[src/hw/adv_timer_defines.svh]
// Shared sizes, register map and CTRL field positions of the APB timer subsystem
// Timer n owns the 16-byte window at byte 16*n; offsets below are inside that window
`ifndef ADV_TIMER_DEFINES_SVH
`define ADV_TIMER_DEFINES_SVH

`define ADV_TIMER_NUM           4      // Number of timer blocks
`define ADV_TIMER_CNT_W         16     // Counter, period and compare width
`define ADV_TIMER_PRESC_W       8      // Prescaler width

// Per-timer window offsets, low nibble of paddr
`define ADV_TIMER_OFS_CTRL      4'h0
`define ADV_TIMER_OFS_PERIOD    4'h4
`define ADV_TIMER_OFS_COMPARE   4'h8
`define ADV_TIMER_OFS_COUNT     4'hC   // Read only

// Global registers above the timer windows
`define ADV_TIMER_OFS_STATUS    8'h40  // W1C, cmp bits low, ovf bits high
`define ADV_TIMER_OFS_MASK      8'h44

// CTRL fields
`define ADV_TIMER_CTRL_EN       0      // Enable
`define ADV_TIMER_CTRL_SRC      1      // 1 selects low_speed_clk
`define ADV_TIMER_CTRL_PRESC_LO 8
`define ADV_TIMER_CTRL_PRESC_HI 15

`endif

[src/hw/adv_timer_pkg.sv]
// Bus and timer types of the APB timer subsystem
// APB address is 8 bits wide, data 32 bits; no pprot or pstrb
`default_nettype none

`include "adv_timer_defines.svh"

package adv_timer_pkg;

   // APB master to slave
   typedef struct packed {
      logic        psel;
      logic        penable;
      logic        pwrite;
      logic [7:0]  paddr;
      logic [31:0] pwdata;
   } apb_req_t;

   // APB slave to master
   typedef struct packed {
      logic        pready;                        // Tied high, zero wait states
      logic [31:0] prdata;
      logic        pslverr;
   } apb_rsp_t;

   // Programmed setup of one timer
   typedef struct packed {
      logic                            enable;
      logic                            src_lsclk; // Tick on low_speed_clk edges
      logic [`ADV_TIMER_PRESC_W-1:0]   presc;     // Divide ticks by presc+1
      logic [`ADV_TIMER_CNT_W-1:0]     period;    // Last count before wrap
      logic [`ADV_TIMER_CNT_W-1:0]     compare;
   } timer_cfg_t;

   // One-cycle event pulses, one bit per timer
   typedef struct packed {
      logic [`ADV_TIMER_NUM-1:0] cmp;
      logic [`ADV_TIMER_NUM-1:0] ovf;
   } timer_evt_t;

endpackage : adv_timer_pkg

`default_nettype wire

[src/hw/apb_timer_regs.sv]
// APB register file for the timer subsystem, zero wait states, pready always high
// Unmapped or unaligned addresses and COUNT writes answer pslverr and change nothing
// prdata is 0 outside a read access phase
`timescale 1ns/1ps
`default_nettype none

`include "adv_timer_defines.svh"

module apb_timer_regs (
   input  wire                          HCLK,
   input  wire                          rst_n,
   input  adv_timer_pkg::apb_req_t      apb_req,
   output adv_timer_pkg::apb_rsp_t      apb_rsp,
   output adv_timer_pkg::timer_cfg_t    cfg [`ADV_TIMER_NUM],
   input  wire [`ADV_TIMER_CNT_W-1:0]   count [`ADV_TIMER_NUM],
   input  wire [2*`ADV_TIMER_NUM-1:0]   status,
   output logic [`ADV_TIMER_NUM-1:0]    mask,
   output logic [2*`ADV_TIMER_NUM-1:0]  status_clr
);

   localparam int          IDX_W    = $clog2(`ADV_TIMER_NUM);
   localparam int unsigned TMR_SPAN = `ADV_TIMER_NUM * 16;     // Bytes taken by timer windows

   logic             access;       // APB access phase
   logic             wr;
   logic             rd;
   logic             tmr_hit;      // Address inside a timer window
   logic [IDX_W-1:0] tmr_idx;
   logic [3:0]       reg_ofs;      // Offset inside the window
   logic             sel_ctrl;
   logic             sel_period;
   logic             sel_compare;
   logic             sel_count;
   logic             sel_status;
   logic             sel_mask;
   logic             addr_ok;
   logic             err;
   logic             wr_ok;
   logic [31:0]      rdata;

   assign access  = apb_req.psel & apb_req.penable;
   assign wr      = access & apb_req.pwrite;
   assign rd      = access & ~apb_req.pwrite;

   assign tmr_hit = (32'(apb_req.paddr) < TMR_SPAN);
   assign tmr_idx = apb_req.paddr[4 +: IDX_W];
   assign reg_ofs = apb_req.paddr[3:0];

   assign sel_ctrl    = tmr_hit & (reg_ofs == `ADV_TIMER_OFS_CTRL);
   assign sel_period  = tmr_hit & (reg_ofs == `ADV_TIMER_OFS_PERIOD);
   assign sel_compare = tmr_hit & (reg_ofs == `ADV_TIMER_OFS_COMPARE);
   assign sel_count   = tmr_hit & (reg_ofs == `ADV_TIMER_OFS_COUNT);
   assign sel_status  = (apb_req.paddr == `ADV_TIMER_OFS_STATUS);
   assign sel_mask    = (apb_req.paddr == `ADV_TIMER_OFS_MASK);

   assign addr_ok = sel_ctrl | sel_period | sel_compare | sel_count | sel_status | sel_mask;
   assign err     = access & (~addr_ok | (apb_req.pwrite & sel_count)); // COUNT is read only
   assign wr_ok   = wr & ~err;

   // Timer configuration and interrupt mask
   always_ff @(posedge HCLK or negedge rst_n) begin
      if (!rst_n) begin
         for (int i = 0; i < `ADV_TIMER_NUM; i++) begin
            cfg[i] <= '0;
         end
         mask <= '0;
      end else if (wr_ok) begin
         for (int i = 0; i < `ADV_TIMER_NUM; i++) begin
            if (tmr_idx == IDX_W'(i)) begin
               if (sel_ctrl) begin
                  cfg[i].enable    <= apb_req.pwdata[`ADV_TIMER_CTRL_EN];
                  cfg[i].src_lsclk <= apb_req.pwdata[`ADV_TIMER_CTRL_SRC];
                  cfg[i].presc     <=
                     apb_req.pwdata[`ADV_TIMER_CTRL_PRESC_HI:`ADV_TIMER_CTRL_PRESC_LO];
               end
               if (sel_period) begin
                  cfg[i].period <= apb_req.pwdata[`ADV_TIMER_CNT_W-1:0];
               end
               if (sel_compare) begin
                  cfg[i].compare <= apb_req.pwdata[`ADV_TIMER_CNT_W-1:0];
               end
            end
         end
         if (sel_mask) begin
            mask <= apb_req.pwdata[`ADV_TIMER_NUM-1:0];
         end
      end
   end

   // W1C pulse, lasts the access cycle only
   assign status_clr = (wr_ok & sel_status) ? apb_req.pwdata[2*`ADV_TIMER_NUM-1:0] : '0;

   // Read mux
   always_comb begin
      rdata = '0;
      if (rd & addr_ok) begin
         if (sel_ctrl) begin
            rdata[`ADV_TIMER_CTRL_EN]  = cfg[tmr_idx].enable;
            rdata[`ADV_TIMER_CTRL_SRC] = cfg[tmr_idx].src_lsclk;
            rdata[`ADV_TIMER_CTRL_PRESC_HI:`ADV_TIMER_CTRL_PRESC_LO] = cfg[tmr_idx].presc;
         end else if (sel_period) begin
            rdata = 32'(cfg[tmr_idx].period);
         end else if (sel_compare) begin
            rdata = 32'(cfg[tmr_idx].compare);
         end else if (sel_count) begin
            rdata = 32'(count[tmr_idx]);            // Live counter value
         end else if (sel_status) begin
            rdata = 32'(status);
         end else begin
            rdata = 32'(mask);
         end
      end
   end

   assign apb_rsp.pready  = 1'b1;
   assign apb_rsp.prdata  = rdata;
   assign apb_rsp.pslverr = err;

endmodule : apb_timer_regs

`default_nettype wire

[src/hw/adv_timer_block.sv]
// One timer channel: tick select, prescaler, wrapping up counter, compare and PWM
// low_speed_clk is sampled in HCLK, so it must stay well below HCLK/2
// Events are one-cycle pulses aligned with the count they describe
`timescale 1ns/1ps
`default_nettype none

`include "adv_timer_defines.svh"

module adv_timer_block (
   input  wire                           HCLK,
   input  wire                           rst_n,
   input  wire                           low_speed_clk,
   input  adv_timer_pkg::timer_cfg_t     cfg,
   output logic [`ADV_TIMER_CNT_W-1:0]   count,
   output logic                          cmp_evt,
   output logic                          ovf_evt,
   output logic                          pwm
);

   logic [1:0]                    ls_sync;    // Two-flop synchronizer
   logic                          ls_prev;    // Last synchronized level
   logic                          ls_rise;
   logic                          tick;
   logic [`ADV_TIMER_PRESC_W-1:0] presc_cnt;
   logic                          advance;    // Counter steps this cycle
   logic                          wrap;
   logic [`ADV_TIMER_CNT_W-1:0]   count_d;

   // Bring low_speed_clk into HCLK and find its rising edges
   always_ff @(posedge HCLK or negedge rst_n) begin
      if (!rst_n) begin
         ls_sync <= '0;
         ls_prev <= 1'b0;
      end else begin
         ls_sync <= {ls_sync[0], low_speed_clk};
         ls_prev <= ls_sync[1];
      end
   end

   assign ls_rise = ls_sync[1] & ~ls_prev;
   assign tick    = cfg.src_lsclk ? ls_rise : 1'b1; // Every HCLK cycle on the fast source

   // >= keeps a lowered presc from running the full prescaler range
   assign advance = cfg.enable & tick & (presc_cnt >= cfg.presc);

   always_ff @(posedge HCLK or negedge rst_n) begin
      if (!rst_n) begin
         presc_cnt <= '0;
      end else if (!cfg.enable) begin
         presc_cnt <= '0;                           // Cleared while disabled
      end else if (tick) begin
         presc_cnt <= advance ? '0 : presc_cnt + 1'b1;
      end
   end

   // Wrap at period or past it, in case period was lowered under the count
   assign wrap = (count >= cfg.period);

   always_comb begin
      count_d = count;                              // Hold when disabled or idle
      if (advance) begin
         count_d = wrap ? '0 : count + 1'b1;
      end
   end

   always_ff @(posedge HCLK or negedge rst_n) begin
      if (!rst_n) begin
         count   <= '0;
         cmp_evt <= 1'b0;
         ovf_evt <= 1'b0;
         pwm     <= 1'b0;
      end else begin
         count   <= count_d;
         cmp_evt <= advance & (count_d == cfg.compare);
         ovf_evt <= advance & wrap;
         pwm     <= cfg.enable & (count_d < cfg.compare); // Follows the new count
      end
   end

endmodule : adv_timer_block

`default_nettype wire

[src/hw/timer_event_irq.sv]
// Sticky compare/overflow status with W1C clear and masked per-timer interrupts
// Status bit layout: cmp of timer n at bit n, ovf of timer n at bit NUM+n
// A new event beats a clear of the same bit in the same cycle
`timescale 1ns/1ps
`default_nettype none

`include "adv_timer_defines.svh"

module timer_event_irq (
   input  wire                           HCLK,
   input  wire                           rst_n,
   input  adv_timer_pkg::timer_evt_t     evt,
   input  wire [2*`ADV_TIMER_NUM-1:0]    status_clr,
   input  wire [`ADV_TIMER_NUM-1:0]      mask,
   output logic [2*`ADV_TIMER_NUM-1:0]   status,
   output logic [`ADV_TIMER_NUM-1:0]     irq
);

   logic [2*`ADV_TIMER_NUM-1:0] evt_set;   // Event pulses in status layout
   logic [`ADV_TIMER_NUM-1:0]   cmp_stat;
   logic [`ADV_TIMER_NUM-1:0]   ovf_stat;

   assign evt_set = {evt.ovf, evt.cmp};

   always_ff @(posedge HCLK or negedge rst_n) begin
      if (!rst_n) begin
         status <= '0;
      end else begin
         status <= (status & ~status_clr) | evt_set; // Set wins over clear
      end
   end

   assign cmp_stat = status[`ADV_TIMER_NUM-1:0];
   assign ovf_stat = status[2*`ADV_TIMER_NUM-1:`ADV_TIMER_NUM];

   // Level interrupt, drops with the status clear or the mask
   assign irq = mask & (cmp_stat | ovf_stat);

endmodule : timer_event_irq

`default_nettype wire

[src/hw/apb_adv_timer_ss.sv]
// APB timer subsystem top: register block, four timer blocks, event/IRQ unit
// All logic runs on HCLK; low_speed_clk is only sampled inside the timers
`timescale 1ns/1ps
`default_nettype none

`include "adv_timer_defines.svh"

module apb_adv_timer_ss (
   input  wire                          HCLK,
   input  wire                          rst_n,
   input  wire                          low_speed_clk,
   input  adv_timer_pkg::apb_req_t      apb_req,
   output adv_timer_pkg::apb_rsp_t      apb_rsp,
   output logic [`ADV_TIMER_NUM-1:0]    pwm,
   output logic [`ADV_TIMER_NUM-1:0]    irq
);

   import adv_timer_pkg::*;

   timer_cfg_t                    cfg [`ADV_TIMER_NUM];   // Per-timer setup
   logic [`ADV_TIMER_CNT_W-1:0]   count [`ADV_TIMER_NUM]; // Live counts for readback
   logic [`ADV_TIMER_NUM-1:0]     cmp_evt;
   logic [`ADV_TIMER_NUM-1:0]     ovf_evt;
   timer_evt_t                    evt;
   logic [2*`ADV_TIMER_NUM-1:0]   status;
   logic [2*`ADV_TIMER_NUM-1:0]   status_clr;
   logic [`ADV_TIMER_NUM-1:0]     mask;

   apb_timer_regs regs_i (
      .HCLK       (HCLK),
      .rst_n      (rst_n),
      .apb_req    (apb_req),
      .apb_rsp    (apb_rsp),
      .cfg        (cfg),
      .count      (count),
      .status     (status),
      .mask       (mask),
      .status_clr (status_clr)
   );

   for (genvar i = 0; i < `ADV_TIMER_NUM; i++) begin : g_timer
      adv_timer_block timer_i (
         .HCLK          (HCLK),
         .rst_n         (rst_n),
         .low_speed_clk (low_speed_clk),
         .cfg           (cfg[i]),
         .count         (count[i]),
         .cmp_evt       (cmp_evt[i]),
         .ovf_evt       (ovf_evt[i]),
         .pwm           (pwm[i])
      );
   end

   assign evt.cmp = cmp_evt;                  // Gather event bits
   assign evt.ovf = ovf_evt;

   timer_event_irq evt_irq_i (
      .HCLK       (HCLK),
      .rst_n      (rst_n),
      .evt        (evt),
      .status_clr (status_clr),
      .mask       (mask),
      .status     (status),
      .irq        (irq)
   );

endmodule : apb_adv_timer_ss

`default_nettype wire

[config.mk]
export PLATFORM = sky130hd
export DESIGN_NAME = apb_adv_timer_ss
export DESIGN_NICKNAME = d
export VERILOG_FILES = /design/src/hw/adv_timer_pkg.sv /design/src/hw/apb_timer_regs.sv /design/src/hw/adv_timer_block.sv /design/src/hw/timer_event_irq.sv /design/src/hw/apb_adv_timer_ss.sv
export VERILOG_INCLUDE_DIRS = /design/src /design/src/hw
export SDC_FILE = /design/constraint.sdc
export NUM_CORES = 1
export LEC_CHECK = 0
export BUFFER_PORTS_ARGS = -buffer_cell sky130_fd_sc_hd__buf_4
export CORE_MARGIN = 2
export CORE_UTILIZATION = 57
export DETAILED_ROUTE_END_ITERATION = 10
export PLACE_DENSITY = 0.78
export SETUP_SLACK_MARGIN = 0.05
export SLEW_MARGIN = 30
export SYNTH_ARGS = -nofsm -noshare
export SYNTH_HDL_FRONTEND = slang
export SYNTH_SLANG_ARGS = --single-unit
[constraint.sdc]
create_clock -name HCLK -period 3.35 [get_ports HCLK]
set_clock_uncertainty 0.1 [all_clocks]
set_input_delay 0.1675 -clock HCLK [delete_from_list [all_inputs] [get_ports HCLK]]
set_output_delay 0.1675 -clock HCLK [all_outputs]
set_load 0.03 [all_outputs]
==> flow_summary.ini <==
[synth]
most_frequent_cell_after_synthesis = sky130_fd_sc_hd__dfrtp_1
post-synth-top-area-cell = sky130_fd_sc_hd__dfrtp_1
synth_async_sr_flop_share = 1.00
proportion_of_netlist_area_held_by_the_largest_area_contributor = 0.397
synthesis.area_um2 = 18400
synth_top_flop_cell = sky130_fd_sc_hd__dfrtp_1
yosys_register_bits = 291
synth_cell_type_count = 65
synth.area.top_cells = sky130_fd_sc_hd__dfrtp_1, sky130_fd_sc_hd__ha_1, sky130_fd_sc_hd__mux4_2
post_synth_inst_count = 1824
synth-warning-count = 0
synth_common_cells = sky130_fd_sc_hd__dfrtp_1, sky130_fd_sc_hd__nand2_1, sky130_fd_sc_hd__inv_1
syn_avg_cell_area_um2 = 10.1
synth_enable_flop_cells = 0
fraction_of_the_yosys_area_taken_by_sequential_cells = 0.397

[clock_network]
cts_bufs_inserted = 35
clkSinkCount = 291
master_cell_of_the_clock_root_buffer = sky130_fd_sc_hd__clkbuf_16
clock_path_buffers = 3
insertion_delay_ps = 510
clkTransAtPathRegs_ps = 60
clock_tree_from_tritoncts = yes
htree_levels = 2

[hold_path]
hold_depth = 3
min_from = apb_req[0]
hold_class = in -> reg
timing.hold.worst_endpoint = evt_irq_i.status[0]

[floorplan]
rows = 65
initial_utilization = 0.580
floorplan.die_area_um2 = 33700
num_io_pins = 88
die_width_um = 183
floorplan.die.height_um = 183
core-area_um2 = 31600

[worst_setup_path]
worst-path-max-fanout = 6
cp-end-kind = flop
setup.reg_to_reg.worst_slack_ps = -220
critical_path.cell_chain = inv_2, ha_4, o21a_1, o2111ai_2, o21a_1, buf_4, o211a_4, and3_1, a221o_1, ha_4, nand2_2, nor3_4, nand3_2, nor4_4, o32ai_2
critical_path.slowest_cell = sky130_fd_sc_hd__dfrtp_1
worst_r2r_path_depth = 15
crit-reg2reg-launch = regs_i.cfg[18]
startpoint = regs_i.cfg[18]
crit_path_max_incr_delay_ps = 380
worst-endpoint-required_ps = 3630
criticalPathCategory = reg -> reg
reg2reg_to = g_timer[3].timer_i.pwm
worst_setup_path_start_kind = flop
timing.critical_path.arrival_ps = 3860

[global_route]
first_global_vias = 16800
largest_net_degree_at_the_start_of_global_routing = 95
use_met2 = 0.596
global_route.usage.total = 0.377
grt_first_pass_wirelength_mm = 96.0
global_route.usage.met1 = 0.515
antenna_found_initial = 1
grt_most_used_layer = met2
gr-total-overflow = 0
gr-usage-met3 = 0.0749

[pwr]
reported_leakage_power_uw = 0.0117
worst_ir_drop_vdd_mv = 0.379
pwr_density_cell_nw_per_um2 = 336

[timing]
relative_slew_slack = 0.405
finalSetupViolations = 6
worst_slack_ps = -222
finalCritPeriodShare = 1.07
rsz0062_at_grt = true
timing_worst_slew_pin_value_ps = 885
report.final.slew_viol_count = 0
final.min_clock_period_ps = 3570
final_hold_viol_count = 0
timing.fmax_ghz = 0.280

[flow_run]
maxCapViolCount = 0

[status]
status = finished with violations
violations_in_the_final_reports = setup timing

[cells_and_area]
post_route_cells_drive_above_1_share = 0.389
insertedDiodeCount = 0
layout.core_utilization = 0.776
fin_area_um2 = 24600
syn_to_final_growth_pct = 33.8
stdcell_count = 2638
finish.net_count = 2427

[placed_design]
post_dp_cell_area_um2 = 21300
buffer_ports.inserted = 54
place_inst = 2502
dp_hpwl_mm = 45.7
gp_routability_congestion = 1.02

[route]
detail_route.drc_violations = 0
drt-vias-per-instance = 6.38
route.final.wire_length_mm = 64.3
first_pass_iteration_count_of_the_detailed_router = 5
route.detailed.wl_per_inst_um = 24.4
drt-initial-drc-count = 1844
number_of_nets_with_antenna_violations_after_detailed_routing = 0
vias = 16800
[per-layer routing]
| metal | vias up | part of all wire |
|---|---|---|
| met3 | 199 | 0.11 |
| met1 | 8391 | 0.38 |
| met5 | - | 0.00020 |
| li1 | 7281 | - |
| met2 | 948 | 0.47 |
| met4 | 2 | 0.042 |
[sequential cells by signal (all words and copies together) (netlist names)]
register / flops
evt_irq_i.status: 8
g_timer.timer_i.cmp_evt: 4
g_timer.timer_i.count: 64
g_timer.timer_i.ls_prev: 1
g_timer.timer_i.ls_sync: 2
g_timer.timer_i.ovf_evt: 4
g_timer.timer_i.presc_cnt: 32
g_timer.timer_i.pwm: 4
regs_i.cfg: 168
regs_i.mask: 4
[cell families (layout without fill, tap and decap cells)]
group / Yosys count / count (layout) / share of synthesized area
XOR/XNOR: 37 / 37 / 0.0177
multiplexers: 182 / 182 / 0.149
adder cells (fa/ha/maj): 168 / 168 / 0.115
buffers and inverters: 274 / 670 / 0.0628
AO/OA/AOI/OAI: 331 / 331 / 0.115
other: 2 / 17 / 0.000409
flip-flops: 291 / 291 / 0.397
AND/OR/NAND/NOR: 539 / 540 / 0.144
[area by class of cell]
class	instances	area [µm²]
clock buffers	47	1000
clock inverters	13	124
flip-flops and latches	291	7280
inverters	173	649
repair buffers	437	3500
fillers	1937	7080
well taps	402	503
multi-input cells	1275	11500
[worst max-delay path: cells and delay by family, from the launching register on]
kind / cells / cell delay [ps]
buf+inv: 2 / 210
fa+ha+maj: 2 / 560
compound gates: 6 / 1210
simple gates: 5 / 970
flops: 1 / 380
[through the flow]
stage,hold slack (ps),total power [µW],setup TNS [ps],worst slack [ps]
after floorplan,-228,4050,-64.5,-64.5
after global placement,147,4370,-2560,-675
after detailed placement,154,4400,-3320,-656
after CTS,24.0,8200,-345,-102
after global routing,44.9,8480,-1690,-333
final,53.9,8260,-853,-222
[layout by cell type, fill, tap and decap left out, drive strengths merged, types with 6 or more instances in the layout]
cell type and count:
and3 28, nor4 23, nor4b 7, dfrtp 291
a21oi 59, a22o 14, nand3 57, nand2 189
clkinv 9, nor2b 11, o21ai 124, ha 168
a21o 35, mux2 122, xor2 24, nand4 32
or4 7, a221oi 8, a211oi 11, o21a 24
or2 6, clkbuf 47, a2111oi 15, mux4 58
conb 17, inv 173, nor3b 9, nor2 100
o31ai 7, dlygate4sd3 17, nand2b 20, and2 13
buf 420, nor3 26, or3 6, xnor2 13
[power by group]
group,switching [µW],internal [µW],total (µW)
registers,60.5,3580,3640
clock network,1530,2250,3780
logic,492,346,838
[how the worst max path moves through the flow]
stage / slack [ps] / to / cells past startpoint
final: -220 / g_timer[3].timer_i.pwm / 15
after global routing: -330 / g_timer[1].timer_i.pwm / 15
after CTS: -100 / g_timer[3].timer_i.pwm / 14
after detailed placement: -660 / g_timer[1].timer_i.pwm / 16
after global placement: -680 / g_timer[1].timer_i.pwm / 15
after floorplan: -60 / g_timer[1].timer_i.pwm / 15
[repair_timing]
action | 4_1_cts | 5_1_grt
pin swaps | 85 | 96
setup buffers | 35 | 27
resized for setup | 165 | 116
hold buffers | 17 | 0
endpoints found under the hold margin | 213 | 0
cloned | 1 | 0
endpoints found under the setup margin | 8 | 9
Power figures use the tool's default switching activity.
